### config.mk
export PLATFORM = sky130hd
export DESIGN_NAME = simt_reg_file
export DESIGN_NICKNAME = d
export VERILOG_FILES = /design/src/simt_pkg.sv /design/src/simt_reg_file.sv
export VERILOG_INCLUDE_DIRS = /design/src
export SDC_FILE = /design/constraint.sdc
export NUM_CORES = 2
export LEC_CHECK = 0
export BUFFER_PORTS_ARGS = -buffer_cell sky130_fd_sc_hd__buf_4
export CAP_MARGIN = 20
export CORE_ASPECT_RATIO = 1.25
export CORE_MARGIN = 1.5
export CORE_UTILIZATION = 48
export DETAILED_ROUTE_END_ITERATION = 16
export PLACE_DENSITY = 0.68
export SYNTH_ARGS = -nofsm -noshare
export SYNTH_HDL_FRONTEND = slang
export SYNTH_SLANG_ARGS = --single-unit
### constraint.sdc
create_clock -name clk -period 2.5 [get_ports clk]
set_input_delay 0.125 -clock clk [delete_from_list [all_inputs] [get_ports clk]]
set_output_delay 0.125 -clock clk [all_outputs]
set_load 0.01 [all_outputs]
### src/simt_defs.svh
`ifndef SIMT_DEFS_SVH
`define SIMT_DEFS_SVH

// lanes sharing one instruction stream
`define NUM_THREADS 2

// data and address width
`define XLEN 32

// first fetch address after reset
`define RESET_PC 32'h0000_0000

// reads back the lane index in every lane
`define TID_REG 5'd31

`endif
### src/simt_pkg.sv
`include "simt_defs.svh"

package simt_pkg;

	typedef logic [`XLEN-1:0] word_t;
	typedef logic [`XLEN-1:0] addr_t;
	typedef logic [`NUM_THREADS-1:0] lane_mask_t;

	typedef enum logic [2:0] {
		ALU_NONE, ALU_ADD, ALU_SUB, ALU_AND, ALU_OR, ALU_XOR, ALU_PASS_B
	} alu_op_e;

	typedef enum logic [1:0] {MEM_NONE, MEM_LOAD, MEM_STORE} mem_op_e;

	typedef enum logic [1:0] {BR_NONE, BR_EQ, BR_NE, BR_JAL} branch_e;

	typedef enum logic [1:0] {WB_NONE, WB_ALU, WB_MEM, WB_LINK} wb_src_e;

	// execute sequencer, one bus access per lane
	typedef enum logic [1:0] {EX_RUN, EX_MEM_REQ, EX_MEM_NEXT} ex_state_e;

	typedef enum logic [1:0] {F_IDLE, F_REQ, F_SQUASH} fetch_state_e;

endpackage

### src/simt_reg_file.sv
`timescale 1ns/100ps
`include "simt_defs.svh"

module simt_reg_file (
	input  logic                                clk,
	input  logic                                rst,
	input  logic [4:0]                          rs1,
	input  logic [4:0]                          rs2,
	output simt_pkg::word_t [`NUM_THREADS-1:0] rd_data1,
	output simt_pkg::word_t [`NUM_THREADS-1:0] rd_data2,
	input  simt_pkg::lane_mask_t                wr_en,
	input  logic [4:0]                          wr_rd,
	input  simt_pkg::word_t [`NUM_THREADS-1:0] wr_data
);
	import simt_pkg::*;

	word_t regs [`NUM_THREADS][32];

	always_ff @(posedge clk) begin
		if (rst) begin
			for (int k = 0; k < `NUM_THREADS; k++) begin
				for (int r = 0; r < 32; r++) begin
					regs[k][r] <= '0;
				end
			end
		end else begin
			for (int k = 0; k < `NUM_THREADS; k++) begin
				if (wr_en[k])
					regs[k][wr_rd] <= wr_data[k];
			end
		end
	end

	always_comb begin
		for (int k = 0; k < `NUM_THREADS; k++) begin
			rd_data1[k] = (rs1 == 5'd0) ? '0 : (rs1 == `TID_REG) ? word_t'(k) : regs[k][rs1];
			rd_data2[k] = (rs2 == 5'd0) ? '0 : (rs2 == `TID_REG) ? word_t'(k) : regs[k][rs2];
		end
	end

endmodule

# [Word level (Yosys, flattened, before mapping)]
# Memories as Yosys holds them, arrays and structs flattened.
# Cells that the tools add are included.
[word_totals] ff_bits=0 mem_bits_rw=2048 inputBits=83 out_inout_bits=128 word_cells=4139 n_memories=1
[memory_table] name="regs" depth=2 word_bits=1024 read_ports=2 rd_ports_with_merged_regs=0 wr=2 line_no="simt_reg_file.sv:17" text="word_t regs [`NUM_THREADS][32];"
[op_classes] n_lt_le_gt_ge=4 eq_ne=2 n_mux=2078 bitwise=2051 n_reduce_logical=3
[ops] cell="2-to-1 mux 1 bit" count=2054
[ops] cell="2-to-1 mux 1024 bit" count=2
[ops] cell="bitwise OR 1 bit" count=2048
[ops] cell="binary-select mux 32 bit (select 5 bit)" count=4
[ops] cell="2-to-1 mux 32 bit" count=17
[ops] cell="demux 32 bit (select 5 bit)" count=1
[ops] cell="greater-or-equal comparator 6 bit, second input constant" count=3
[ops] cell="NOT 5 -> 6 bit" count=3
[ops] cell="equality test 5 bit, second input constant" count=2
[ops] cell="logical NOT 5 bit" count=2
[ops] cell="< comparator 6 x 1 -> 1 bit, second input constant" count=1
[ops] cell="logical AND 1 bit" count=1

# [Logic depth before layout (Yosys ltp)]
[depth] ltp_word=7 mapped_depth=10 depth_no_buf=5

# [Worst setup path after synthesis]
# OpenSTA, ideal clock, no wires.
[synth_timing] path_kind="input to output" from="input port rs2[1]" to="output port rd_data2[37] (netlist name)" t_arrival_ns=1.883 t_required_ns=2.375 path_slack_ns=0.492 cell_stages=6 n_path_buf=3 cell_sequence="buf_2 > buf_2 > buf_1 > mux4_2 > mux4_2 > a21o_1"
[synth_lines] item="start, declared" line_no="simt_reg_file.sv:8" text="input logic [4:0] rs2,"
[synth_lines] item="end, declared" line_no="simt_reg_file.sv:10" text="output simt_pkg::word_t [`NUM_THREADS-1:0] rd_data2,"

==> flow_metrics.tcl <==
set metrics [dict create \
    synth-main-ff-cell "edfxtp_1" \
    synth_cell_types 37 \
    grt_pass1_wl_um 548000 \
    nNetsFinal 7462 \
    num_rows 195 \
    dp.cells 10000 \
    fin_ws_ns -0.485 \
    finalWorstPathRequiredPeriod_ns 2.98 \
    htreeDepth 4 \
    antenna_found_initial 34 \
    violations "negative setup slack" \
    drv_slew 0 \
    grt_pass1_vias 72000 \
    reg_top3 "regs x2048" \
    die_height_um 536 \
    first_pass_iters 6 \
    track_usage_pct 34.1 \
    place_congestion 0.927 \
    crit_path_end_kind "primary output" \
    p_per_area_mw_per_mm2 655 \
    die_area_mm2 0.230 \
    p_leak_nw 46.0 \
    pin_count 211 \
    status "finished, violations left" \
    synth-seq-cells 2048 \
    netlist_area_mm2 0.109 \
    ir_drop_mv 0.613 \
    cts_tree "done" \
    synthCells 6877 \
    ys_warn_count 0 \
    wl_per_cell_um 37.7 \
    io_buffer_count 210 \
    grt.overflow.total 0 \
    synthArstFlopShare_pct 0 \
    cts-root-buf "clkbuf_16" \
    start_kind "register" \
    die_width_um 429 \
    dpl.hpwl_um 259000 \
    tightest_slew_ns 0.771 \
    setup_tns_ns -27.19 \
    cp.arrival_ns 2.86 \
    clk_path_buf_depth 4 \
    largest_reg_flops 2048 \
    grt_start_max_net_pins 65 \
    crit_type "reg2out" \
    max_flop_register "regs" \
    hold_slack_ns 0.148 \
    clk_pin_slew_ns 0.07 \
    core_area_mm2 0.226 \
    fmax_ghz 0.335 \
    setup_viol 128 \
    min-delay-start "wr_rd[0]" \
    min_path_cells 6 \
    multiInputGateArea_mm2 0.0468 \
    clock_sinks 2048 \
    min_path_type "in2reg" \
    synthesis.nets 6960 \
    fin_cells 10500 \
    cap_violations 0 \
    vias_per_cell 6.74 \
    synth-edff-count 2048 \
    seq_area_mm2 0.0615 \
    ant_nets 0 \
    drtIter0Drc 9985 \
    cp_max_fo 2 \
    hold_viol_final 0 \
    drt-total-wl_um 396000 \
    rsz0062_at_grt "yes" \
    synth-seq-area-share_pct 56.4 \
    fillers 17000 \
    relSlewSlack_pct 48.2 \
    vias 70900 \
    period_share_pct 119 \
    cts_made_buffers 213 \
    holdPathEnd "regs[0][139]" \
    dp_slack_ns -0.387 \
    initial_core_util_pct 48.3 \
    synthToLayoutAreaGrowth_pct 19.7 \
    required_ns 2.38 \
    syn_area_per_cell_um2 15.9 \
    drt_drc_violations_left 0 \
    final_layout_size_suffix_gt1_share_pct 36.0 \
]
-- cells by family (layout without fill, tap and decap cells) --
| family | Yosys count | after routing | share of synthesized area [%] |
|---|---|---|---|
| buffers and inverters | 748 | 1415 | 2.94 |
| other | 0 | 18 | 0 |
| AO/OA/AOI/OAI | 329 | 329 | 2.25 |
| flip-flops | 2048 | 2048 | 56.4 |
| AND/OR/NAND/NOR | 2282 | 2282 | 12.8 |
| multiplexers | 1470 | 1470 | 25.6 |
-- timing repair --
action                                  in CTS  in global routing
buffers inserted                            28                 14
hold buffers                                64                  0
resized for setup                          356                 70
endpoints found under the hold margin     2048                  0
endpoints found under the setup margin     128                128
pin swaps                                  139                 30
-- stage by stage --
stage	total power [mW]	utilization (%)	area, um^2
2_1_floorplan	47.3	-	109000
3_3_place_gp	52.7	53.4	121000
3_5_place_dp	53.0	53.4	121000
4_1_cts	85.3	57.6	130000
5_1_grt	87.3	57.8	131000
6_report	85.6	57.8	131000
-- placed cells by master, fill, tap and decap left out, drive strengths merged, types with 64 or more instances in the layout --
cell type / Yosys / final
and2: 2050 / 2050
edfxtp: 2048 / 2048
mux4: 1054 / 1054
buf: 231 / 968
mux2i: 396 / 396
clkbuf: 514 / 249
nor2: 100 / 100
clkinv: 0 / 91
or2: 64 / 64
dlygate4sd3: 0 / 64
-- worst max-delay path, cell delays in order, from the launching register on --
cell and delay, ns:
edfxtp_1 0.41, mux4_2 0.49, mux2_4 0.30, a221oi_4 0.31, o21ai_2 0.14, o21a_1 0.17, buf_6 0.14
-- cells in the mapped netlist, types with 36 or more instances --
library cell	n	area (um^2)
or2_2	64	400
mux4_2	1054	23700
a21o_1	50	375
and2_1	2050	12800
a21oi_1	58	290
nor2_1	100	375
o221ai_1	48	420
mux2i_1	396	3960
edfxtp_1	2048	61500
buf_1	36	135
o22a_1	48	420
buf_2	155	776
o22ai_1	53	332
clkbuf_1	514	1930
-- where the power goes --
| group | internal, mW | switching, mW |
|---|---|---|
| Sequential | 39.6 | 1.01 |
| Combinational | 6.07 | 6.90 |
| Clock | 18.1 | 13.9 |
-- area by class of cell --
cell class / instances / area share [%]
Clock inverter: 131 / 0.987
Timing Repair Buffer: 1032 / 9.04
Clock buffer: 249 / 4.20
Sequential cell: 2048 / 47.1
Multi-Input combinational cell: 4081 / 35.8
Inverter: 3 / 0.0105
Tap cell: 2955 / 2.83
Antenna cell: 18 / 0.0345
-- worst max-delay path by stage --
| stage | from | slack, ns | cells past startpoint | end |
|---|---|---|---|---|
| 2_1_floorplan | rs2[1] | 0.49 | 6 | rd_data2[37] |
| 3_3_place_gp | rs2[0] | -0.36 | 8 | rd_data2[32] |
| 3_5_place_dp | rs2[0] | -0.39 | 8 | rd_data2[32] |
| 4_1_cts | regs[1][64] | -0.48 | 6 | rd_data1[32] |
| 5_1_grt | regs[1][64] | -0.53 | 6 | rd_data1[32] |
| 6_report | regs[1][64] | -0.48 | 6 | rd_data1[32] |
-- metal layers --
metal / vias up / global-route usage [%] / wire (um)
met4: 2 / 25.3 / 35400
met2: 5394 / 56.0 / 191000
met5: - / 0 / 16
met3: 1482 / 7.08 / 42700
met1: 36400 / 39.8 / 128000
li1: 27600 / - / -
Note: power is estimated with default switching activity, not from simulation.
