**config.mk**
```make
export PLATFORM = sky130hd
export DESIGN_NAME = simt_wb_arbiter
export DESIGN_NICKNAME = d
export VERILOG_FILES = /design/src/simt_pkg.sv /design/src/simt_wb_arbiter.sv
export VERILOG_INCLUDE_DIRS = /design/src
export SDC_FILE = /design/constraint.sdc
export NUM_CORES = 1
export LEC_CHECK = 0
export ABC_AREA = 1
export ABC_CLOCK_PERIOD_IN_PS = 1700
export BUFFER_PORTS_ARGS = -buffer_cell sky130_fd_sc_hd__buf_2
export CORE_AREA = 2 2 103 105
export DETAILED_ROUTE_END_ITERATION = 7
export DIE_AREA = 0 0 105 107
export SYNTH_ARGS = -nofsm -noshare
export SYNTH_HDL_FRONTEND = slang
export SYNTH_SLANG_ARGS = --single-unit
```
**constraint.sdc**
```tcl
create_clock -name clk -period 1.7 [get_ports clk]
set_input_delay 0.085 -clock clk [delete_from_list [all_inputs] [get_ports clk]]
set_output_delay 0.085 -clock clk [all_outputs]
set_load 0.01 [all_outputs]
```
**src/simt_defs.svh**
```systemverilog
`ifndef SIMT_DEFS_SVH
`define SIMT_DEFS_SVH

// lanes sharing one instruction stream
`define NUM_THREADS 2

// data and address width
`define XLEN 32

// first fetch address after reset
`define RESET_PC 32'h0000_0000

// reads back the lane index in every lane
`define TID_REG 5'd31

`endif
```
**src/simt_pkg.sv**
```systemverilog
`include "simt_defs.svh"

package simt_pkg;

	typedef logic [`XLEN-1:0] word_t;
	typedef logic [`XLEN-1:0] addr_t;
	typedef logic [`NUM_THREADS-1:0] lane_mask_t;

	typedef enum logic [2:0] {
		ALU_NONE, ALU_ADD, ALU_SUB, ALU_AND, ALU_OR, ALU_XOR, ALU_PASS_B
	} alu_op_e;

	typedef enum logic [1:0] {MEM_NONE, MEM_LOAD, MEM_STORE} mem_op_e;

	typedef enum logic [1:0] {BR_NONE, BR_EQ, BR_NE, BR_JAL} branch_e;

	typedef enum logic [1:0] {WB_NONE, WB_ALU, WB_MEM, WB_LINK} wb_src_e;

	// execute sequencer, one bus access per lane
	typedef enum logic [1:0] {EX_RUN, EX_MEM_REQ, EX_MEM_NEXT} ex_state_e;

	typedef enum logic [1:0] {F_IDLE, F_REQ, F_SQUASH} fetch_state_e;

endpackage

```
**src/simt_wb_arbiter.sv**
```systemverilog
`timescale 1ns/100ps

module simt_wb_arbiter (
	input  logic            clk,
	input  logic            rst,
	input  logic            f_cyc,
	input  logic            f_stb,
	input  simt_pkg::addr_t f_adr,
	output simt_pkg::word_t f_dat_r,
	output logic            f_ack,
	input  logic            d_cyc,
	input  logic            d_stb,
	input  logic            d_we,
	input  simt_pkg::addr_t d_adr,
	input  simt_pkg::word_t d_dat_w,
	output simt_pkg::word_t d_dat_r,
	output logic            d_ack,
	output logic            wb_cyc,
	output logic            wb_stb,
	output logic            wb_we,
	output simt_pkg::addr_t wb_adr,
	output simt_pkg::word_t wb_dat_w,
	input  simt_pkg::word_t wb_dat_r,
	input  logic            wb_ack
);

	logic gnt_f;
	logic gnt_d;
	logic owner_busy;

	assign owner_busy = (gnt_d && d_cyc) || (gnt_f && f_cyc);

	// grant changes only once the owner has let go of cyc
	always_ff @(posedge clk) begin
		if (rst) begin
			gnt_f <= 1'b0;
			gnt_d <= 1'b0;
		end else if (!owner_busy) begin
			gnt_d <= d_cyc; // data master wins a tie
			gnt_f <= f_cyc && !d_cyc;
		end
	end

	assign wb_cyc   = owner_busy;
	assign wb_stb   = gnt_d ? d_stb : (gnt_f && f_stb);
	assign wb_we    = gnt_d && d_we;
	assign wb_adr   = gnt_d ? d_adr : f_adr;
	assign wb_dat_w = gnt_d ? d_dat_w : '0;

	assign f_ack   = gnt_f && wb_ack;
	assign d_ack   = gnt_d && wb_ack;
	assign f_dat_r = gnt_f ? wb_dat_r : '0;
	assign d_dat_r = gnt_d ? wb_dat_r : '0;

endmodule

```
Yosys cells after proc, flatten, opt, wreduce, memory -nomap -nowiden
Index checks and enable logic that the tools add are counted.
{"block": "word_totals", "regBits": 2, "output_inout_bits": 133, "word_cells": 16}
{"block": "classes", "mux": 5, "n_reduce_logical": 9}
{"operator": "two-way mux 32 bit", "count": 4}
{"operator": "logical AND 1 bit", "count": 7}
{"operator": "logical NOT 1 bit", "count": 1}
{"operator": "logical OR 1 bit", "count": 1}
{"operator": "two-way mux 1 bit", "count": 1}

Logic depth before layout (Yosys ltp)
{"block": "depth", "depth_word": 2, "mapped_depth": 5, "mapped_depth_nobuf": 4}

Worst setup path before layout
OpenSTA, ideal clock, no wires.
{"block": "synth_timing", "kind": "flip-flop to output port", "start": "reg gnt_d", "end": "out wb_dat_w[21]", "arrival_ns": 0.792, "path_slack_ns": 0.823, "path_stages_with_launch": 5, "n_path_buf": 2, "cell_sequence": "dfxtp_1 buf_6 buf_4 nand2_1 inv_1"}
{"block": "synth_via", "elab_chain_cells": 1}
{"element": "from (decl)", "line": "simt_wb_arbiter.sv:28", "text": "logic gnt_d;"}
{"element": "from (signal assigned)", "line": "simt_wb_arbiter.sv:39", "text": "gnt_d <= d_cyc;"}
{"element": "two-way mux 32 bit", "line": "simt_wb_arbiter.sv:48", "text": "assign wb_dat_w = gnt_d ? d_dat_w : '0;"}
{"element": "to (decl)", "line": "simt_wb_arbiter.sv:22", "text": "output simt_pkg::word_t wb_dat_w,"}
Every way passes these cells.

Worst setup path in the final report
{"block": "layout_timing", "start": "reg gnt_d", "end": "out wb_adr[2]"}
{"block": "layout_via", "elab_chain_cells": 1}
{"element": "two-way mux 32 bit", "line": "simt_wb_arbiter.sv:47", "text": "assign wb_adr = gnt_d ? d_adr : f_adr;"}
{"element": "to (decl)", "line": "simt_wb_arbiter.sv:21", "text": "output simt_pkg::addr_t wb_adr,"}
Every way passes these cells.

==> results.json <==
{
  "drive_gt1_frac": 0.4694,
  "clock_power_share": 0.216,
  "syn_nets": 467,
  "routabilityCongestion": 0.8088,
  "final_common_cell": "buf_2",
  "switching_share": 0.4446,
  "area_delta_synth_final_pct": 107.3,
  "syn_area_um2": 1360,
  "wl_met1_um": 2508,
  "internal_power_uw": 510.6,
  "ctsHoldBuffers": 0,
  "leakagePower_nw": 2.599,
  "cp.arrival_ns": 1.33,
  "worstSetupStartpointType": "flop",
  "vias_per_cell": 3.483,
  "fp.dieH_um": 107,
  "post_drt_wl_per_cell_um": 9.160,
  "run_status": "completed",
  "via_count": 2522,
  "max_slew.worst_pin.slew_ns": 0.5584,
  "yosys_warnings": 0,
  "cp-startpoint": "gnt_d",
  "hold_start": "rst",
  "final_core_util": 0.2793,
  "clk_latency_ns": 0.21,
  "switchingPower_uw": 408.8,
  "setup_viol": 0,
  "wl_met2_um": 3428,
  "io_buffer_count": 268,
  "required_ns": 1.62,
  "path_clk_slew_ns": 0.03,
  "grt_pass1_wl_um": 9439,
  "slew_violations": 0,
  "p_seq_frac": 0.058,
  "initial_core_util": 0.1348,
  "critPathKind": "flop to output pin",
  "cts_root_buffer": "clkbuf_8",
  "final_cell_mix": "buf_2, nand2_1, inv_1",
  "peakVddDrop_uv": 206.0,
  "cts_num_sinks": 2,
  "power_uw": 919.4,
  "finalHoldViolCount": 0,
  "design.die.area_um2": 11240,
  "fin_skew_ns": 0.004646,
  "end_kind": "output pin",
  "grt_pass1_vias": 2051,
  "path_cells": "inv_2, nand2_1, nand2_1, buf_2",
  "crit_slowest_cell": "inv_2",
  "cts_resized": 0,
  "fmax_mhz": 707.0,
  "n_fill_cell": 1204,
  "die_w_um": 105,
  "grt_overflow_total": 0,
  "post_cts_buffers": 0,
  "core_area_um2": 10090,
  "synth_cells": 331,
  "std_cell_rows": 37,
  "antenna_cells": 0,
  "grt_max_degree": 71,
  "finalCritPeriodShare": 0.8321,
  "fin_tns_setup_ns": 0,
  "seq_area_frac_synth": 0.02944,
  "maxCapViolCount": 0,
  "drc": 0,
  "antenna_found_initial": 0,
  "htree_levels": 1,
  "critical-path-top-delay-family": "buffers and inverters",
  "post_synth_num_cell_types": 11,
  "path_buf_inv": 2,
  "cts_buffers": 3,
  "slew_headroom": 0.6272,
  "io-pin-count": 269,
  "regToRegStartpoint": "gnt_f",
  "highest_layer": "met4",
  "cp_max_fo": 34,
  "drt-total-wl_um": 6632,
  "ys_ff_latch": 2,
  "hold_class": "input pin to flop",
  "cts_tree": "done",
  "crit_top_cell": "nand2_1",
  "met3_length_um": 654,
  "dr.pass1.iters": 4,
  "powerDensity_nw_per_um2": 326.2,
  "ant_nets": 0,
  "syn_area_per_cell_um2": 4.109,
  "pwr-share-comb": 0.726,
  "clock_path_buffers": 2,
  "grt.total_usage": 0.1037,
  "nNetsFinal": 725,
  "rsz0062_at_grt": "no",
  "place_hpwl_um": 5570,
  "fin_crit_ns": 1.414,
  "drt_iter0_drc": 161,
  "max_stage_delay_ns": 0.42
}
-- per-layer routing --
layer,up-vias,GRT usage
met4,0,0.02857
met3,2,0.03587
li1,1390,-
met1,994,0.1043
met5,-,0
met2,136,0.2013
-- cells in the mapped netlist --
| master | instances | area [µm²] |
|---|---|---|
| inv_1 | 102 | 382.9 |
| buf_2 | 8 | 40.04 |
| o21ai_0 | 1 | 5.000 |
| nand2_1 | 202 | 758.2 |
| buf_6 | 9 | 101.4 |
| inv_2 | 1 | 3.750 |
| dfxtp_1 | 2 | 40.04 |
| a21oi_1 | 1 | 5.000 |
| nor2_1 | 3 | 11.26 |
| buf_4 | 1 | 7.510 |
| nand3_1 | 1 | 5.000 |
-- power by group through the flow --
| stage | Clock [mW] | Combinational [mW] | Sequential (mW) |
|---|---|---|---|
| 2_1_floorplan | 0 | 0.333 | 0.0525 |
| 4_1_cts | 0.207 | 0.673 | 0.0533 |
| 3_3_place_gp | 0 | 0.674 | 0.0537 |
| 6_report | 0.199 | 0.668 | 0.0532 |
| 3_5_place_dp | 0 | 0.671 | 0.0539 |
| 5_1_grt | 0.213 | 0.742 | 0.0535 |
-- metrics by stage --
stage	hold WS [ns]	instance area [µm²]	instances	setup slack (ns)
after floorplan	0.2024	1360	331	0.8233
after global placement	0.3193	2774	720	0.4747
after detailed placement	0.3284	2774	720	0.4766
after CTS	0.1051	2819	724	0.2440
after global routing	0.1142	2819	724	0.1319
final	0.1111	2819	724	0.2855
-- registers in the layout, summed over array words and instances, names as in the netlist --
register,flops
gnt_f,1
gnt_d,1
-- tightest hold or removal path, delay by kind of cell --
| family | cells | cell delay [ns] |
|---|---|---|
| buffers and inverters | 2 | 0.11 |
| AND/OR/NAND/NOR | 2 | 0.09 |
-- cell type report --
| class | instances | area [µm²] | area share |
|---|---|---|---|
| inverters | 103 | 386.6 | 0.1372 |
| well taps | 136 | 170.2 | 0.06036 |
| repair buffers | 271 | 1389 | 0.4927 |
| multi-input cells | 208 | 784.5 | 0.2783 |
| clock buffers | 4 | 45.04 | 0.01598 |
| flip-flops and latches | 2 | 43.79 | 0.01553 |
-- cell families (layout without fill, tap and decap cells) --
| kind of cell | count (synthesis) | count (layout) | share of synthesized area |
|---|---|---|---|
| flip-flops | 2 | 2 | 0.02944 |
| AO/OA/AOI/OAI | 2 | 2 | 0.007353 |
| buffers and inverters | 121 | 378 | 0.3937 |
| AND/OR/NAND/NOR | 206 | 206 | 0.5695 |
-- path summary, 6_finish.rpt --
check	end	slack [ns]	cells past startpoint
worst max-delay path	wb_adr[2]	0.29	4
worst min-delay path	gnt_d	0.11	4
worst max register to register	gnt_d	0.81	5
worst min register to register	gnt_f	0.72	5
Note: power is estimated with default switching activity, not from simulation.
