<file path="src/simt_defs.svh">
`ifndef SIMT_DEFS_SVH
`define SIMT_DEFS_SVH

// lanes sharing one instruction stream
`define NUM_THREADS 2

// data and address width
`define XLEN 32

// first fetch address after reset
`define RESET_PC 32'h0000_0000

// reads back the lane index in every lane
`define TID_REG 5'd31

`endif
</file>
<file path="src/simt_pkg.sv">
`include "simt_defs.svh"

package simt_pkg;

	typedef logic [`XLEN-1:0] word_t;
	typedef logic [`XLEN-1:0] addr_t;
	typedef logic [`NUM_THREADS-1:0] lane_mask_t;

	typedef enum logic [2:0] {
		ALU_NONE, ALU_ADD, ALU_SUB, ALU_AND, ALU_OR, ALU_XOR, ALU_PASS_B
	} alu_op_e;

	typedef enum logic [1:0] {MEM_NONE, MEM_LOAD, MEM_STORE} mem_op_e;

	typedef enum logic [1:0] {BR_NONE, BR_EQ, BR_NE, BR_JAL} branch_e;

	typedef enum logic [1:0] {WB_NONE, WB_ALU, WB_MEM, WB_LINK} wb_src_e;

	// execute sequencer, one bus access per lane
	typedef enum logic [1:0] {EX_RUN, EX_MEM_REQ, EX_MEM_NEXT} ex_state_e;

	typedef enum logic [1:0] {F_IDLE, F_REQ, F_SQUASH} fetch_state_e;

endpackage

</file>
<file path="src/simt_d_e_reg.sv">
`timescale 1ns/100ps
`include "simt_defs.svh"

module simt_d_e_reg (
	input  logic                                     clk,
	input  logic                                     rst,
	input  logic                                     freeze,
	input  logic                                     fwd_stall,
	input  logic                                     branch_stall,
	input  logic [4:0]                               in_rd,
	input  logic [4:0]                               in_rs1,
	input  logic [4:0]                               in_rs2,
	input  simt_pkg::word_t [`NUM_THREADS-1:0][1:0] in_reg_data,
	input  simt_pkg::alu_op_e                        in_alu_op,
	input  simt_pkg::wb_src_e                        in_wb_src,
	input  simt_pkg::mem_op_e                        in_mem_op,
	input  simt_pkg::branch_e                        in_branch_type,
	input  simt_pkg::word_t                          in_immed,
	input  simt_pkg::addr_t                          in_curr_pc,
	input  simt_pkg::lane_mask_t                     in_valid,
	output logic [4:0]                               out_rd,
	output logic [4:0]                               out_rs1,
	output logic [4:0]                               out_rs2,
	output simt_pkg::word_t [`NUM_THREADS-1:0][1:0] out_reg_data,
	output simt_pkg::alu_op_e                        out_alu_op,
	output simt_pkg::wb_src_e                        out_wb_src,
	output simt_pkg::mem_op_e                        out_mem_op,
	output simt_pkg::branch_e                        out_branch_type,
	output simt_pkg::word_t                          out_immed,
	output simt_pkg::addr_t                          out_curr_pc,
	output simt_pkg::lane_mask_t                     out_valid
);
	import simt_pkg::*;

	logic bubble;

	assign bubble = rst || fwd_stall || branch_stall;

	always_ff @(posedge clk) begin
		if (rst || !freeze) begin // freeze holds everything
			if (bubble) begin
				out_rd          <= 5'd0;
				out_rs1         <= 5'd0;
				out_rs2         <= 5'd0;
				out_reg_data    <= '0;
				out_alu_op      <= ALU_NONE;
				out_wb_src      <= WB_NONE;
				out_mem_op      <= MEM_NONE;
				out_branch_type <= BR_NONE;
				out_immed       <= '0;
				out_curr_pc     <= '0;
				out_valid       <= '0;
			end else begin
				out_rd          <= in_rd;
				out_rs1         <= in_rs1;
				out_rs2         <= in_rs2;
				out_reg_data    <= in_reg_data;
				out_alu_op      <= in_alu_op;
				out_wb_src      <= in_wb_src;
				out_mem_op      <= in_mem_op;
				out_branch_type <= in_branch_type;
				out_immed       <= in_immed;
				out_curr_pc     <= in_curr_pc;
				out_valid       <= in_valid;
			end
		end
	end

endmodule

</file>
<file path="config.mk">
export PLATFORM = sky130hd
export DESIGN_NAME = simt_d_e_reg
export DESIGN_NICKNAME = d
export VERILOG_FILES = /design/src/simt_pkg.sv /design/src/simt_d_e_reg.sv
export VERILOG_INCLUDE_DIRS = /design/src
export SDC_FILE = /design/constraint.sdc
export NUM_CORES = 1
export LEC_CHECK = 0
export CAP_MARGIN = 20
export CORE_MARGIN = 3
export CORE_UTILIZATION = 33
export CTS_CLUSTER_DIAMETER = 50
export CTS_CLUSTER_SIZE = 10
export DETAILED_ROUTE_END_ITERATION = 6
export DONT_BUFFER_PORTS = 1
export SLEW_MARGIN = 20
export SYNTH_ARGS = -nofsm -noshare
export SYNTH_HDL_FRONTEND = slang
export SYNTH_SLANG_ARGS = --single-unit
export TNS_END_PERCENT = 30
</file>
<file path="constraint.sdc">
create_clock -name clk -period 23.4 [get_ports clk]
set_input_delay 3.51 -clock clk [delete_from_list [all_inputs] [get_ports clk]]
set_output_delay 3.51 -clock clk [all_outputs]
set_load 0.03 [all_outputs]
</file>
; Word-level counts from Yosys, hierarchy flattened
; Cells that the tools add are included.
[totals]
reg_bits = 218
in_bits = 223
output_inout_bits = 218
elab_cells = 18
[op_classes]
reduce_logical = 4
[op_table]
columns = operator, n
row1 = $logic_or A1 B1 Y1, 3
row2 = $logic_not A1 Y1, 1

; Depth between registers and ports, before layout
[depth]
ltp_word = 2
depth_mapped = 4

; Worst setup path after synthesis
; Ideal clock, no wire load.
[synth_path]
kind = input port to flip-flop
start = in rst
end = reg out_alu_op[0], enable pin
arrival_ns = 9.234
required_time_ns = 22.782
path_slack_ns = 13.548
path_stages = 3
path_buffers = 2
cell_sequence = buf_2 > buf_2 > nand2b_1
[synth_between]
elab_chain_len = 1
[synth_lines]
columns = item, line
row1 = start: declaration, simt_d_e_reg.sv:6  ; input logic rst,
row2 = $logic_or A1 B1 Y1, simt_d_e_reg.sv:40  ; if (rst || !freeze) begin
row3 = end signal: assignment, simt_d_e_reg.sv:58  ; out_alu_op <= in_alu_op;
row4 = end: declaration, simt_d_e_reg.sv:25  ; output simt_pkg::alu_op_e out_alu_op,
; Every way passes these cells.
; A chain may end at the register's enable or synchronous reset.

; Worst setup path after layout
[layout_path]
start = in rst
end = reg out_rd[1], enable pin
[layout_between]
elab_chain_len = 1
[layout_lines]
columns = item, line
row1 = $logic_or A1 B1 Y1, simt_d_e_reg.sv:40
row2 = end signal: assignment, simt_d_e_reg.sv:54  ; out_rd <= in_rd;
row3 = end: declaration, simt_d_e_reg.sv:21  ; output logic [4:0] out_rd,
; Every way passes these cells.

==> flow_metrics.env <==
export IMPL_dp_cells=830
export IMPL_areaGrowthSynthToFinish_pct=8.05
export IMPL_worstPathRequired_ns=23.53
export IMPL_chipHeight_microns=182
export IMPL_io_buffers=0
export IMPL_drive_gt1_share_pct=51.5
export IMPL_cts_htree_levels=1
export IMPL_postRouteAntennaNets=0
export IMPL_startpoint="rst"
export IMPL_dieArea_sq_um=33100
export IMPL_synth_main_ff_cell="edfxtp_1"
export IMPL_synth_most_common_cell="edfxtp_1"
export IMPL_worstMarginPinSlew_ns=0.919
export IMPL_postCtsResizedCells=0
export IMPL_critPathMaxStageDelay_ns=0.79
export IMPL_grt_usage_pct=13.6
export IMPL_wire_per_inst_microns=27.9
export IMPL_crit_buf_inv=2
export IMPL_cts_sinks=218
export IMPL_grt_pass1_vias=5081
export IMPL_status="complete, no violations"
export IMPL_n_fill_cell=2776
export IMPL_fin_ws_ns=18.11
export IMPL_cp_cell_sequence="nand2b_4 > buf_4 > buf_4"
export IMPL_cts_made_buffers=26
export IMPL_endpoint="out_rd[1]"
export IMPL_tritoncts="yes"
export IMPL_clock_path_buffers=3
export IMPL_cts_setup_buffers=0
export IMPL_cpMostUsedCell="buf_4"
export IMPL_fin_setup_tns_ns=0
export IMPL_yosys_top_cells_area="edfxtp_1 64%, nor4b_2 31%, buf_2 2.8%"
export IMPL_synth_seq_area_share_pct=64.1
export IMPL_layout_nets=691
export IMPL_antenna_found_initial=15
export IMPL_path_max_fanout=219
export IMPL_synth_async_sr_flop_share_pct=0
export IMPL_layout_cells_non_filler=870
export IMPL_synth_mux_area_share_pct=0
export IMPL_clock_fmax_ghz=0.189
export IMPL_synth_top_area_cell="edfxtp_1"
export IMPL_post_drt_via_cell_ratio=5.54
export IMPL_drt_iter0_markers=297
export IMPL_crit_arrival_ns=5.41
export IMPL_vias=4823
export IMPL_drv_cap=0
export IMPL_min_path_type="in -> reg"
export IMPL_start_kind="input port"
export IMPL_grt_max_degree=220
export IMPL_clk_pin_slew_ns=0.05
export IMPL_synth_top_family_by_area="simple AND/OR/NAND/NOR gates"
export IMPL_powerDensity_nw_per_um2=82.7
export IMPL_min_period_ns=5.29
export IMPL_cts_hold_buf=0
export IMPL_fin_crit_sh_pct=22.6
export IMPL_cp_end_kind="flop"
export IMPL_synth_distinct_cells=7
export IMPL_ys_ff_latch=218
export IMPL_syn_inst=509
export IMPL_gp_congestion=0.801
export IMPL_setup_viol=0
export IMPL_grt_pass1_wl_microns=35100
export IMPL_drc=0
export IMPL_pin_count=441
export IMPL_postRouteWirelength_microns=24300
export IMPL_yosysTopAreaCellShare_pct=64.1
export IMPL_critPathTopFamily="buffers and inverters"
export IMPL_core_area_sq_um=30100
export IMPL_yosys_top_cells_count="218 x edfxtp_1, 210 x nor4b_2, 58 x buf_2"
export IMPL_overflow=0
export IMPL_ys_warnings_count=0
export IMPL_synth_compound_area_share_pct=0
export IMPL_start_util_pct=33.9
export IMPL_report_final_slew_viol_count=0
export IMPL_syn_nets=732
export IMPL_hpwl_microns=15500
export IMPL_crit_cells=3
export IMPL_crit_type="in -> reg"
export IMPL_synth_xor_area_share_pct=0
export IMPL_pre_cts_ws_ns=17.61
export IMPL_synth_area_per_cell_sq_um=20.1
export IMPL_slew_limit_headroom_pct=38.7
export IMPL_syn_area_sq_um=10200
export IMPL_synth_edf_count=218
export IMPL_report_final_hold_viol_count=0
export IMPL_dieWidth_microns=182
export IMPL_crit_slowest_cell="buf_4"
export IMPL_first_pass_iters=4
export IMPL_vdd_drop_max_uv=46.4
export IMPL_rsz0062_at_grt="false"
export IMPL_synthAdderAreaFrac_pct=0
export IMPL_rows=63
export IMPL_p_leak_nw=3.22
export IMPL_synthSimpleGateAreaFrac_pct=31.6
export IMPL_cts_root_buf="clkbuf_16"
==> worst min path at each step <==
stage / start / end / slack (ns) / cells after the start
5_1_grt: fwd_stall / out_rs1[3] / 3.18 / 1
3_3_place_gp: fwd_stall / out_reg_data[30] / 3.73 / 1
6_report: fwd_stall / out_immed[31] / 3.21 / 1
4_1_cts: fwd_stall / out_immed[31] / 3.17 / 1
3_5_place_dp: fwd_stall / out_immed[31] / 3.73 / 1
2_1_floorplan: in_alu_op[0] / out_alu_op[0] / 3.79 / 1
==> layout by cell type, fill, tap and decap left out, drive strengths merged <==
master    instances
buf               3
bufinv            1
clkbuf           30
clkinvlp          1
diode             8
edfxtp          218
nand2b            1
nor4b           218
==> where the power goes <==
| group | total, mW | internal, mW | leakage [nW] | switching, mW |
|---|---|---|---|---|
| sequential | 0.533 | 0.462 | 2.36 | 0.0710 |
| clock | 0.354 | 0.214 | 0.351 | 0.140 |
| combinational | 0.0257 | 0.0158 | 0.511 | 0.00991 |
==> logic make-up (layout without fill, tap and decap cells) <==
family | Yosys count | count (layout)
flops | 218 | 218
other cells | 0 | 8
simple gates | 219 | 219
buf+inv | 72 | 35
==> final cells by class <==
| class | count | area, sq um | area share, % |
|---|---|---|---|
| Sequential cell | 218 | 6550 | 59.3 |
| Clock buffer | 30 | 687 | 6.22 |
| Tap cell | 390 | 488 | 4.42 |
| Antenna cell | 8 | 20.0 | 0.181 |
| Multi-Input combinational cell | 219 | 3240 | 29.3 |
| Clock inverter | 2 | 37.5 | 0.340 |
| Timing Repair Buffer | 3 | 22.5 | 0.204 |
==> state kept, by name, indices dropped and copies added, names as in the netlist <==
| name | flops |
|---|---|
| out_alu_op | 3 |
| out_branch_type | 2 |
| out_curr_pc | 32 |
| out_immed | 32 |
| out_mem_op | 2 |
| out_rd | 5 |
| out_reg_data | 128 |
| out_rs1 | 5 |
| out_rs2 | 5 |
| out_valid | 2 |
| out_wb_src | 2 |
==> metal layers <==
metal	vias to the layer above	track usage, %	routed length, microns
li1	2046	-	-
met1	2387	14.9	8640
met2	318	22.5	11900
met3	56	7.65	3070
met4	16	4.08	593
met5	-	0	104
==> through the flow <==
stage               util [%]  hold WS [ns]  power, mW  instance area, sq um
floorplan                  -          3.79      0.586                 10200
global placement        34.2          3.73      0.566                 10300
detailed placement      34.2          3.73      0.568                 10300
CTS                     36.6          3.17      0.927                 11000
global route            36.6          3.18      0.944                 11000
finish                  36.7          3.21      0.913                 11000
Note: power is estimated with default switching activity, not from simulation.
