[src/simt_defs.svh]
`ifndef SIMT_DEFS_SVH
`define SIMT_DEFS_SVH

// lanes sharing one instruction stream
`define NUM_THREADS 2

// data and address width
`define XLEN 32

// first fetch address after reset
`define RESET_PC 32'h0000_0000

// reads back the lane index in every lane
`define TID_REG 5'd31

`endif
[src/simt_pkg.sv]
`include "simt_defs.svh"

package simt_pkg;

	typedef logic [`XLEN-1:0] word_t;
	typedef logic [`XLEN-1:0] addr_t;
	typedef logic [`NUM_THREADS-1:0] lane_mask_t;

	typedef enum logic [2:0] {
		ALU_NONE, ALU_ADD, ALU_SUB, ALU_AND, ALU_OR, ALU_XOR, ALU_PASS_B
	} alu_op_e;

	typedef enum logic [1:0] {MEM_NONE, MEM_LOAD, MEM_STORE} mem_op_e;

	typedef enum logic [1:0] {BR_NONE, BR_EQ, BR_NE, BR_JAL} branch_e;

	typedef enum logic [1:0] {WB_NONE, WB_ALU, WB_MEM, WB_LINK} wb_src_e;

	// execute sequencer, one bus access per lane
	typedef enum logic [1:0] {EX_RUN, EX_MEM_REQ, EX_MEM_NEXT} ex_state_e;

	typedef enum logic [1:0] {F_IDLE, F_REQ, F_SQUASH} fetch_state_e;

endpackage

[src/simt_fetch.sv]
`timescale 1ns/100ps
`include "simt_defs.svh"

module simt_fetch (
	input  logic            clk,
	input  logic            rst,
	output logic            f_cyc,
	output logic            f_stb,
	output simt_pkg::addr_t f_adr,
	input  simt_pkg::word_t f_dat_r,
	input  logic            f_ack,
	output simt_pkg::word_t instr,
	output simt_pkg::addr_t instr_pc,
	output logic            instr_valid,
	input  logic            instr_taken,
	input  logic            freeze,
	input  logic            redirect,
	input  simt_pkg::addr_t redirect_pc
);
	import simt_pkg::*;

	fetch_state_e state;
	addr_t        pc;
	addr_t        squash_pc; // restart point while the stale word drains

	assign f_cyc = (state != F_IDLE);
	assign f_stb = f_cyc;
	assign f_adr = pc; // pc only moves once the bus is idle

	always_ff @(posedge clk) begin
		if (rst) begin
			state       <= F_IDLE;
			pc          <= `RESET_PC;
			instr_valid <= 1'b0;
		end else begin
			if (redirect || instr_taken)
				instr_valid <= 1'b0;
			case (state)
				F_IDLE: begin
					if (redirect)
						pc <= redirect_pc;
					if (!instr_valid && !freeze)
						state <= F_REQ;
				end
				F_REQ: begin
					if (f_ack && !redirect) begin
						instr       <= f_dat_r;
						instr_pc    <= pc;
						instr_valid <= 1'b1;
						pc          <= pc + addr_t'(4);
						state       <= F_IDLE;
					end else if (f_ack) begin
						pc    <= redirect_pc; // word arrived on the wrong path
						state <= F_IDLE;
					end else if (redirect) begin
						squash_pc <= redirect_pc;
						state     <= F_SQUASH;
					end
				end
				F_SQUASH: begin
					if (f_ack) begin
						pc    <= squash_pc;
						state <= F_IDLE;
					end
				end
				default: state <= F_IDLE;
			endcase
		end
	end

endmodule

[config.mk]
export PLATFORM = sky130hd
export DESIGN_NAME = simt_fetch
export DESIGN_NICKNAME = d
export VERILOG_FILES = /design/src/simt_pkg.sv /design/src/simt_fetch.sv
export VERILOG_INCLUDE_DIRS = /design/src
export SDC_FILE = /design/constraint.sdc
export NUM_CORES = 1
export LEC_CHECK = 0
export ABC_AREA = 1
export ABC_CLOCK_PERIOD_IN_PS = 8600
export BUFFER_PORTS_ARGS = -buffer_cell sky130_fd_sc_hd__buf_2
export CAP_MARGIN = 10
export CORE_ASPECT_RATIO = 1.2
export CORE_MARGIN = 1.5
export CORE_UTILIZATION = 58
export CTS_BUF_LIST = sky130_fd_sc_hd__clkbuf_8
export DETAILED_ROUTE_END_ITERATION = 10
export HOLD_SLACK_MARGIN = 0.12
export PLACE_DENSITY_LB_ADDON = 0.08
export SETUP_SLACK_MARGIN = 0.05
export SYNTH_ARGS = -nofsm -noshare
export SYNTH_HDL_FRONTEND = slang
export SYNTH_SLANG_ARGS = --single-unit
[constraint.sdc]
create_clock -name clk -period 8.6 [get_ports clk]
set_input_delay 1.29 -clock clk [delete_from_list [all_inputs] [get_ports clk]]
set_output_delay 1.29 -clock clk [all_outputs]
set_load 0.05 [all_outputs]
Word level (Yosys, flattened, before mapping)
Cells that the tools add are included.
- register bits: 131
- bits of input ports: 70
- output and inout port bits: 99
- logic and storage cells: 44
- add/sub/neg operators: 1
- equality and inequality tests: 7
- multiplexer cells: 14
- bitwise logic cells: 3
- reductions and logical operators: 13
- operator list (kind ; number):
    32-bit two-way mux ; 4
    32-bit one-hot mux with 3 select lines ; 1
    32-bit by 3-bit adder with 32-bit output, second input constant ; 1
    2-bit two-way mux ; 5
    2-bit != test, second input constant ; 3
    2-bit one-hot mux with 3 select lines ; 1
    3-bit AND reduction ; 2
    5-bit AND reduction ; 1
    4-bit != test, second input constant ; 1
    4-bit AND reduction ; 1
    1-bit logical NOT ; 3
    1-bit two-way mux ; 3
    3-bit != test, second input constant ; 1
    1-bit NOT ; 3
    3-bit nonzero test ; 1
    2-bit by 1-bit == test with 1-bit output, second input constant ; 1
    2-bit == test, second input constant ; 1
    1-bit logical AND ; 2
    2-bit logical NOT ; 1
    2-bit nonzero test ; 1
    1-bit logical OR ; 1

Logic depth before layout (Yosys ltp)
Gate-level depths: netlist of the first run.
- depth after elaboration: 4
- depth in mapped cells: 12
- mapped depth without buffers: 12

Worst setup path before layout of the first run
No wires, ideal clock.
- path type: input port to flip-flop
- start point: in f_ack
- end point: reg instr[0] (enable)
- setup time: 0.486 ns
- arrival: 4.312 ns
- data required time: 8.114 ns
- setup slack: 3.802 ns
- cell stages on the path: 4
- buffers on the path: 0
- path through: inv_1 > nor2_4 > nand2_4 > nor2_1
- longest elaborated chain between the ends: 2
- ends and longest elaborated chain (what ; RTL line ; text):
    start, declared ; simt_fetch.sv:11 ; input logic f_ack,
    1-bit logical AND ; simt_fetch.sv:46 ; if (f_ack && !redirect) begin
    3-bit AND reduction (no source line) ; -- ;
    end signal, assigned ; simt_fetch.sv:47 ; instr <= f_dat_r;
    end, declared ; simt_fetch.sv:12 ; output simt_pkg::word_t instr,
No other way between the ends.
A chain may end at the register's enable or synchronous reset.

Worst setup path after layout of the first run
- start point: in rst
- end point: reg squash_pc[24] (enable)
- longest elaborated chain between the ends: 2
- ends and longest elaborated chain (what ; RTL line ; text):
    start, declared ; simt_fetch.sv:6 ; input logic rst,
    1-bit NOT (no source line) ; -- ;
    5-bit AND reduction (no source line) ; -- ;
    end signal, assigned ; simt_fetch.sv:56 ; squash_pc <= redirect_pc;
    end, declared ; simt_fetch.sv:24 ; addr_t squash_pc;
No other way between the ends.

==> results.py, run 1 <==
metrics = {
    "timing": {
        "rsz0062_at_grt": "false",
        "setup_violations": 0,
        "slew_headroom_pct": 45.8,
        "fin_crit_ps": 2990,
        "worst_slew_pin_slew_ps": 813,
        "fin_crit_sh_pct": 34.7,
        "clock-skew-final_ps": 10.0,
        "drv_slew": 0,
        "tns_ps": 0,
        "fmax_mhz": 335,
        "setup_slack_ps": 5610,
        "hold_viol": 0,
    },
    "critical_path": {
        "path_cells": "buf_2, inv_1, nand2_1, nor2_2, buf_4",
        "path_max_fanout": 23,
        "worstSetupPathType": "input pin to flop",
        "cp.depth": 5,
        "crit_buf_inv": 3,
        "required_ps": 8720,
        "reg2reg_slack_ps": 6010,
        "startpoint": "rst",
        "cp.arrival_ps": 3100,
        "cp-start-kind": "input pin",
        "slowest_stage": "nor2_2",
        "reg2reg_from": "state[1]$_SDFFE_PP0P_",
        "reg2reg_depth": 9,
        "cp_top_family": "buffers and inverters",
        "slowest_delay_ps": 550,
        "cp-end-kind": "flop",
        "endpoint": "squash_pc[24]$_DFFE_PP_",
        "r2r_end": "f_adr[18]$_SDFFE_PP0P_",
    },
    "placement": {
        "gp_congestion": 0.922,
        "port_buffers": 168,
        "dpl_worst_slack_ps": 5150,
        "place_hpwl_um": 10600,
    },
    "logic_synthesis": {
        "syn_inst": 629,
        "ys_async_sr_fraction_pct": 0,
        "ys_ff_latch": 131,
        "avgSynthCellArea_um2": 9.50,
        "synthTopCellsByArea": "edfxtp_1 48%, nand2_1 12%, dfxtp_1 12%, nor2_1 4.2%, a21oi_1 4.0%",
        "yosysTopAreaCell": "edfxtp_1",
        "syn-cell-area_um2": 5980,
        "ys_top_cells_by_count": "191 x nand2_1, 96 x edfxtp_1, 67 x nor2_1",
        "synth_nets": 704,
        "seq_area_frac_synth_pct": 60.0,
        "yosysMostFrequentCell": "nand2_1",
        "synth_edf_count": 96,
        "synthFlopType": "edfxtp_1",
        "ys_types": 41,
        "yosys_warnings": 0,
        "synth_top_area_share_pct": 48.2,
    },
    "final_layout": {
        "layout-drive-gt1-share_pct": 29.7,
        "diodes": 0,
        "fillers": 792,
        "fin_nets": 874,
        "area_delta_synth_final_pct": 22.0,
    },
    "floorplanning": {
        "start_util_pct": 59.7,
        "io_pins": 169,
        "placementRows": 40,
        "core-area_um2": 10000,
        "die_area_um2": 10900,
        "die-height_um": 114,
        "dieWidth_um": 95.7,
    },
    "power_and_ir_drop": {
        "vdd_drop_max_uv": 339,
        "p_total_mw": 2.45,
        "p_per_area_nw_per_um2": 336,
        "leakage_nw": 2.98,
    },
    "route": {
        "wirelength_um": 14700,
        "vias_per_cell": 5.40,
        "dr.pass1.iters": 5,
        "drtAntennaViolNets": 0,
        "post-route-drc-count": 0,
        "drt_iter0_drc": 391,
        "vias": 5065,
        "post_drt_wl_per_cell_um": 15.6,
    },
    "cts": {
        "path_clk_slew_ps": 70,
        "cts_root_buffer": "clkbuf_8",
        "clock_latency_ps": 440,
        "cts_buffers": 17,
        "ctsHoldBuffers": 0,
        "clockBufferDepth": 2,
        "ctsResizeCount": 0,
        "htree_levels": 4,
        "cts_tree": "built",
        "cts_sinks": 131,
        "cts_setup_buffers": 0,
    },
    "status": {
        "status": "finished, final reports clean",
    },
    "global_route": {
        "grt_max_degree": 65,
        "grt_pass1_wl_um": 22600,
        "gr-total-overflow": 0,
        "grt_pass1_vias": 4561,
        "grt_usage_pct": 27.3,
        "antenna_found_initial": 0,
    },
    "job": {
        "drv_cap": 0,
    },
    "hold_path": {
        "min_path_type": "flop to flop",
    },
}
[stage by stage]
step	hold WS, ps	std cells	utilization (%)	instance area [um^2]
after CTS	479	938	72.9	7290
final	482	938	72.9	7290
after detailed placement	458	906	68.8	6880
after global routing	501	938	72.9	7290
after global placement	447	906	68.8	6880
after floorplan	491	629	-	5980
[power breakdown]
group / switching (mW) / leakage, nW / internal, mW
clock network: 0.239 / 0.200 / 0.292
registers: 0.125 / 1.16 / 0.785
logic: 0.737 / 1.62 / 0.269
[how the worst min path moves through the flow]
stage	startpoint	to	slack (ps)	depth (start not counted)
finish	f_adr[1]$_SDFFE_PP0P_	instr_pc[1]$_DFFE_PP_	480	0
global route	f_adr[1]$_SDFFE_PP0P_	instr_pc[1]$_DFFE_PP_	500	0
CTS	f_adr[1]$_SDFFE_PP0P_	instr_pc[1]$_DFFE_PP_	480	0
detailed placement	f_adr[1]$_SDFFE_PP0P_	instr_pc[1]$_DFFE_PP_	460	0
global placement	f_adr[1]$_SDFFE_PP0P_	instr_pc[1]$_DFFE_PP_	450	0
floorplan	squash_pc[2]$_DFFE_PP_	f_adr[2]$_SDFFE_PP0P_	490	2
[routing by layer]
metal  global-route usage, %  wire, um  up-vias
met1                    36.6      5910     2311
met2                    42.7      6870      265
met3                    7.70      1550       28
met5                       0         0        -
li1                        -         -     2461
met4                    8.92       325        0
[placed cells by master (no fill, tap or decap), types with 3 or more instances in the layout]
cell type / n
a21oi_1: 48
a21oi_2: 5
a221oi_1: 6
a22oi_1: 7
a31oi_1: 3
buf_2: 168
bufinv_16: 3
clkbuf_8: 18
clkinv_4: 3
clkinvlp_4: 4
dfxtp_1: 35
edfxtp_1: 96
ha_1: 5
inv_1: 48
nand2_1: 191
nand2_2: 4
nand3_1: 20
nor2_1: 65
nor2_2: 10
nor2_4: 7
o211ai_1: 3
o21ai_0: 24
o21ai_1: 6
or2_2: 5
[worst register-to-register path: stages (launching register included)]
cell	delay, ps
dfxtp_1	360
inv_1	90
ha_1	800
inv_1	470
a21oi_1	270
nand2_1	90
inv_1	70
a21oi_1	60
o21ai_0	210
a21oi_1	60
[layout make-up]
class                   count  area (um^2)  share of cell area [%]
inverters                  51          204                    2.80
multi-input cells         428         2080                    28.5
clock buffers              18          248                    3.40
flip-flops and latches    131         3580                    49.1
clock inverters            14          164                    2.25
repair buffers            170          856                    11.7
well taps                 126          158                    2.16
[flip-flops by register name, summed over array words and instances, names as in the netlist]
signal       count
instr_valid      1
state            2
instr           32
f_adr           32
squash_pc       32
instr_pc        32
[logic make-up (layout without fill, tap and decap cells)]
kind of cell	after synthesis	after routing	synth area share (%)
AO/OA/AOI/OAI	108	108	10.5
XOR/XNOR	3	3	0.440
adder cells (fa/ha/maj)	5	5	1.05
buffers and inverters	70	253	5.38
flip-flops	131	131	60.0
AND/OR/NAND/NOR	312	312	22.7
(Power assumes the default switching activity.)
==> run 2: changes to the inputs <==
--- a/config.mk
+++ b/config.mk
@@ -6,13 +6,13 @@
 export SDC_FILE = /design/constraint.sdc
 export NUM_CORES = 1
 export LEC_CHECK = 0
-export ABC_AREA = 1
-export ABC_CLOCK_PERIOD_IN_PS = 8600
+export ABC_AREA = 0
+export ABC_CLOCK_PERIOD_IN_PS = 2800
 export BUFFER_PORTS_ARGS = -buffer_cell sky130_fd_sc_hd__buf_2
 export CAP_MARGIN = 10
 export CORE_ASPECT_RATIO = 1.2
 export CORE_MARGIN = 1.5
-export CORE_UTILIZATION = 58
+export CORE_UTILIZATION = 53
 export CTS_BUF_LIST = sky130_fd_sc_hd__clkbuf_8
 export DETAILED_ROUTE_END_ITERATION = 10
 export HOLD_SLACK_MARGIN = 0.12
==> constraint.sdc (replaced) <==
create_clock -name clk -period 2.8 [get_ports clk]
set_input_delay 0.42 -clock clk [delete_from_list [all_inputs] [get_ports clk]]
set_output_delay 0.42 -clock clk [all_outputs]
set_load 0.05 [all_outputs]
==> results.py, run 2 <==
metrics = {
    "cts": {
        "cts_tree": "built",
        "cts_setup_buffers": 0,
        "cts_buffers": 17,
        "ctsHoldBuffers": 0,
        "path_clk_slew_ps": 80,
        "ctsResizeCount": 0,
        "cts_root_buffer": "clkbuf_8",
        "cts_sinks": 131,
        "clockBufferDepth": 2,
        "clock_latency_ps": 440,
        "htree_levels": 4,
    },
    "logic_synthesis": {
        "avgSynthCellArea_um2": 12.3,
        "synth_top_area_share_pct": 51.6,
        "ys_ff_latch": 131,
        "yosys_warnings": 0,
        "synthFlopType": "edfxtp_1",
        "yosysMostFrequentCell": "edfxtp_1",
        "synth_edf_count": 96,
        "ys_top_cells_by_count": "96 x edfxtp_1, 35 x dfxtp_1, 33 x nor2_1",
        "synthTopCellsByArea": "edfxtp_1 52%, dfxtp_1 13%, o21ai_0 2.7%, nor2_1 2.2%, a21oi_1 1.8%",
        "syn_inst": 453,
        "ys_types": 63,
        "seq_area_frac_synth_pct": 64.1,
        "yosysTopAreaCell": "edfxtp_1",
        "syn-cell-area_um2": 5590,
        "ys_async_sr_fraction_pct": 0,
        "synth_nets": 528,
    },
    "status": {
        "status": "finished, final reports clean",
    },
    "critical_path": {
        "slowest_stage": "or3_4",
        "cp-start-kind": "flop",
        "path_cells": "inv_1, ha_1, o21ba_1, or3_4, a221o_1, o21ai_0, o221ai_1",
        "cp.arrival_ps": 2680,
        "cp-end-kind": "flop",
        "path_max_fanout": 39,
        "required_ps": 3070,
        "worstSetupPathType": "flop to flop",
        "slowest_delay_ps": 590,
    },
    "route": {
        "vias_per_cell": 6.10,
        "drtAntennaViolNets": 0,
        "drt_iter0_drc": 435,
        "post_drt_wl_per_cell_um": 19.7,
        "dr.pass1.iters": 5,
        "wirelength_um": 15100,
        "vias": 4682,
        "post-route-drc-count": 0,
    },
    "timing": {
        "fmax_mhz": 414,
        "rsz0062_at_grt": "false",
        "setup_slack_ps": 383,
        "slew_headroom_pct": 46.7,
        "tns_ps": 0,
        "clock-skew-final_ps": 11.1,
        "setup_violations": 0,
        "hold_viol": 0,
        "fin_crit_ps": 2420,
        "worst_slew_pin_slew_ps": 800,
        "fin_crit_sh_pct": 86.3,
        "drv_slew": 0,
    },
    "final_layout": {
        "area_delta_synth_final_pct": 25.5,
        "mostFrequentLayoutCells": "168 x buf_2, 96 x edfxtp_1, 35 x dfxtp_1",
        "fin_nets": 703,
        "diodes": 0,
        "stdcell_area_um2": 7010,
        "fillers": 764,
        "layout-drive-gt1-share_pct": 35.4,
        "layoutNonFillerInstCount": 767,
        "layout_commonest_cell": "buf_2",
    },
    "power_and_ir_drop": {
        "p_per_area_nw_per_um2": 991,
        "vdd_drop_max_uv": 716,
        "leakage_nw": 2.70,
        "p_total_mw": 6.95,
    },
    "global_route": {
        "gr-total-overflow": 0,
        "grt_usage_pct": 27.1,
        "grt_max_degree": 57,
        "grt_pass1_wl_um": 23400,
        "grt_pass1_vias": 4408,
        "antenna_found_initial": 0,
    },
    "placement": {
        "gp_congestion": 0.841,
        "place_area_um2": 6600,
        "dpl_worst_slack_ps": 422,
        "port_buffers": 168,
        "placedCellCount": 735,
        "place_hpwl_um": 10300,
    },
    "hold_path": {
        "min_path_type": "input pin to flop",
    },
    "floorplanning": {
        "core-area_um2": 10200,
        "placementRows": 40,
        "io_pins": 169,
        "die_area_um2": 11200,
        "start_util_pct": 55.0,
        "dieWidth_um": 96.7,
        "die-height_um": 115,
    },
    "job": {
        "drv_cap": 0,
    },
}
[run 2: cell count changes after synthesis, sizes merged, moves of 10 or more]
cell and change:
inv -39, nor4 +14, a221o +10, a21oi -33, nand2 -171, nor2 -49
[run 2: kinds of logic after synthesis]
kind of cell	synth area share, %
AND/OR/NAND/NOR	14.2
adder cells (fa/ha/maj)	1.12
buffers and inverters	3.05
multiplexers	0.358
flip-flops	64.1
AO/OA/AOI/OAI	17.1
[run 2: worst max-delay path: cells and delay by family, from the launching register on]
kind | cells | cell delay [ps]
buffers and inverters | 1 | 100
adder cells (fa/ha/maj) | 1 | 310
AND/OR/NAND/NOR | 1 | 590
flip-flops | 1 | 380
AO/OA/AOI/OAI | 4 | 860
[run 2: routing by layer]
layer	global-route usage, %	wire length (um)	vias up
met5	0	0	-
met4	14.1	369	0
met3	5.73	1320	31
met2	43.8	7320	310
met1	34.9	6070	2182
li1	-	-	2159
[run 2: area by class of cell]
type / instances / area (um^2) / share of cell area [%]
well taps: 126 / 158 / 2.25
repair buffers: 182 / 958 / 13.7
inverters: 11 / 41.3 / 0.589
flip-flops and latches: 131 / 3580 / 51.1
clock buffers: 17 / 234 / 3.34
multi-input cells: 285 / 1860 / 26.5
clock inverters: 15 / 183 / 2.60
[run 2: final timing paths]
check	start	end	slack (ps)	depth (start not counted)
setup reg to reg	state[1]$_SDFFE_PP0P_	f_adr[31]$_SDFFE_PP0P_	380	7
hold / removal	f_dat_r[18]	instr[18]$_DFFE_PP_	150	1
setup / recovery	state[1]$_SDFFE_PP0P_	f_adr[31]$_SDFFE_PP0P_	380	7
hold reg to reg	f_adr[0]$_SDFFE_PP0P_	instr_pc[0]$_DFFE_PP_	470	0
[run 2: power breakdown]
group	switching [mW]	internal, mW
Sequential	0.363	2.39
Clock	0.768	0.885
Combinational	1.80	0.745
Total	2.93	4.02
[run 2: through the flow]
stage	hold slack, ps	utilization [%]
finish	151	69.0
global route	131	69.0
CTS	131	69.0
detailed placement	444	64.9
global placement	440	64.9
floorplan	499	-
==> run 3: changes to the inputs <==
--- a/config.mk
+++ b/config.mk
@@ -6,13 +6,13 @@
 export SDC_FILE = /design/constraint.sdc
 export NUM_CORES = 1
 export LEC_CHECK = 0
-export ABC_AREA = 0
+export ABC_AREA = 1
 export ABC_CLOCK_PERIOD_IN_PS = 2800
 export BUFFER_PORTS_ARGS = -buffer_cell sky130_fd_sc_hd__buf_2
 export CAP_MARGIN = 10
 export CORE_ASPECT_RATIO = 1.2
 export CORE_MARGIN = 1.5
-export CORE_UTILIZATION = 53
+export CORE_UTILIZATION = 54
 export CTS_BUF_LIST = sky130_fd_sc_hd__clkbuf_8
 export DETAILED_ROUTE_END_ITERATION = 10
 export HOLD_SLACK_MARGIN = 0.12
==> results.py, run 3 (synthesis gave the netlist of run 1 again) <==
metrics = {
    "global_route": {
        "grt_pass1_wl_um": 24000,
        "grt_max_degree": 62,
        "grt_pass1_vias": 4843,
        "gr-total-overflow": 0,
        "grt_usage_pct": 26.4,
        "antenna_found_initial": 0,
    },
    "critical_path": {
        "worstSetupPathType": "flop to flop",
        "slowest_stage": "a221oi_1",
        "cp-end-kind": "flop",
        "required_ps": 3110,
        "path_cells": "inv_1, ha_1, nand2_1, clkinv_1, a221oi_1, a21oi_1",
        "cp.arrival_ps": 2540,
        "slowest_delay_ps": 540,
        "cp-start-kind": "flop",
        "path_max_fanout": 17,
    },
    "placement": {
        "place_hpwl_um": 11000,
        "dpl_worst_slack_ps": 635,
        "port_buffers": 168,
        "gp_congestion": 0.916,
    },
    "timing": {
        "setup_slack_ps": 569,
        "setup_violations": 0,
        "rsz0062_at_grt": "false",
        "fin_crit_sh_pct": 79.7,
        "fmax_mhz": 448,
        "worst_slew_pin_slew_ps": 729,
        "whs_ps": 151,
        "drv_slew": 0,
        "hold_viol": 0,
        "slew_headroom_pct": 51.4,
        "fin_crit_ps": 2230,
        "clock-skew-final_ps": 9.60,
        "tns_ps": 0,
    },
    "final_layout": {
        "final-seq-area_um2": 3580,
        "mostFrequentLayoutCells": "191 x nand2_1, 168 x buf_2, 96 x edfxtp_1",
        "fin_util_pct": 68.6,
        "fillers": 924,
        "diodes": 0,
        "layout-drive-gt1-share_pct": 30.1,
        "multi_input_area_um2": 2080,
        "fin_nets": 879,
        "area_delta_synth_final_pct": 22.4,
        "layout_commonest_cell": "nand2_1",
    },
    "power_and_ir_drop": {
        "p_total_mw": 7.45,
        "p_per_area_nw_per_um2": 1020,
        "clockPowerShare_pct": 20.4,
        "leakage_nw": 3.00,
        "sequentialPowerShare_pct": 37.3,
        "vdd_drop_max_uv": 705,
        "switching_share_pct": 45.6,
        "p_int_mw": 4.05,
        "switching_power_mw": 3.40,
        "p_comb_share_pct": 42.3,
    },
    "floorplanning": {
        "dieWidth_um": 99.0,
        "die_area_um2": 11700,
        "core-area_um2": 10700,
        "placementRows": 41,
        "die-height_um": 118,
        "io_pins": 169,
        "start_util_pct": 56.0,
    },
    "cts": {
        "clockBufferDepth": 2,
        "path_clk_slew_ps": 80,
        "cts_root_buffer": "clkbuf_8",
        "ctsResizeCount": 0,
        "htree_levels": 4,
        "cts_buffers": 17,
        "clock_latency_ps": 440,
        "cts_tree": "built",
        "cts_setup_buffers": 0,
        "cts_sinks": 131,
        "ctsHoldBuffers": 0,
    },
    "route": {
        "post_drt_wl_per_cell_um": 15.8,
        "drtAntennaViolNets": 0,
        "vias_per_cell": 5.34,
        "drt_iter0_drc": 414,
        "dr.pass1.iters": 5,
        "vias": 5049,
        "post-route-drc-count": 0,
        "wirelength_um": 14900,
    },
    "status": {
        "status": "finished, final reports clean",
    },
    "job": {
        "drv_cap": 0,
    },
    "hold_path": {
        "min_path_type": "input pin to flop",
    },
}
## run 3: cell count changes in the layout (fill, tap and decap cells not counted), moves of 7 or more
| cell | delta |
|---|---|
| a221o_1 | -10 |
| nor2_1 | +33 |
| a211oi_1 | -9 |
| inv_1 | +38 |
| nand2_1 | +165 |
| nor2_2 | +10 |
| nor4_1 | -12 |
| and3_1 | -7 |
| nand4_1 | -7 |
| buf_4 | -7 |
| a21oi_1 | +28 |
## run 3: per-layer routing
layer	track usage, %	vias up	share of wire (%)	routed length (um)
met3	6.33	26	8.5	1270
met5	0	-	0	0
li1	-	2471	-	-
met2	43.5	245	48	7180
met1	34.1	2307	41	6190
met4	9.02	0	2.1	308
## run 3: final timing paths
check                              from  slack [ps]  depth (start not counted)                      to
hold reg to reg   f_adr[1]$_SDFFE_PP0P_         450                          0   instr_pc[1]$_DFFE_PP_
setup / recovery  state[0]$_SDFFE_PP0P_         570                          6  f_adr[13]$_SDFFE_PP0P_
hold / removal              f_dat_r[25]         150                          1     instr[25]$_DFFE_PP_
setup reg to reg  state[0]$_SDFFE_PP0P_         570                          6  f_adr[13]$_SDFFE_PP0P_
## run 3: power by group through the flow
stage                     clock network (mW)  registers (mW)  logic (mW)
after floorplan                            0            3.47        1.72
after global placement                     0            2.80        3.11
after detailed placement                   0            2.81        3.15
after CTS                               1.56            2.77        3.15
after global routing                    1.63            2.81        3.48
final                                   1.52            2.78        3.15
## run 3: final cells by class
cell class              count  area share, %
clock inverters            15           1.97
well taps                 129           2.21
clock buffers              17           3.20
repair buffers            175           12.4
flip-flops and latches    131           49.0
multi-input cells         428           28.5
inverters                  51           2.79
## run 3: critical path: cells and delay by family (launching register included)
family | cells | cell delay (ps)
compound gates | 2 | 640
fa+ha+maj | 1 | 420
buf+inv | 2 | 510
flops | 1 | 370
simple gates | 1 | 160
## run 3: per-stage QoR
step	instances	area, um^2
6_report	946	7310
5_1_grt	946	7310
4_1_cts	946	7310
3_5_place_dp	914	6940
3_3_place_gp	914	6940
2_1_floorplan	629	5980
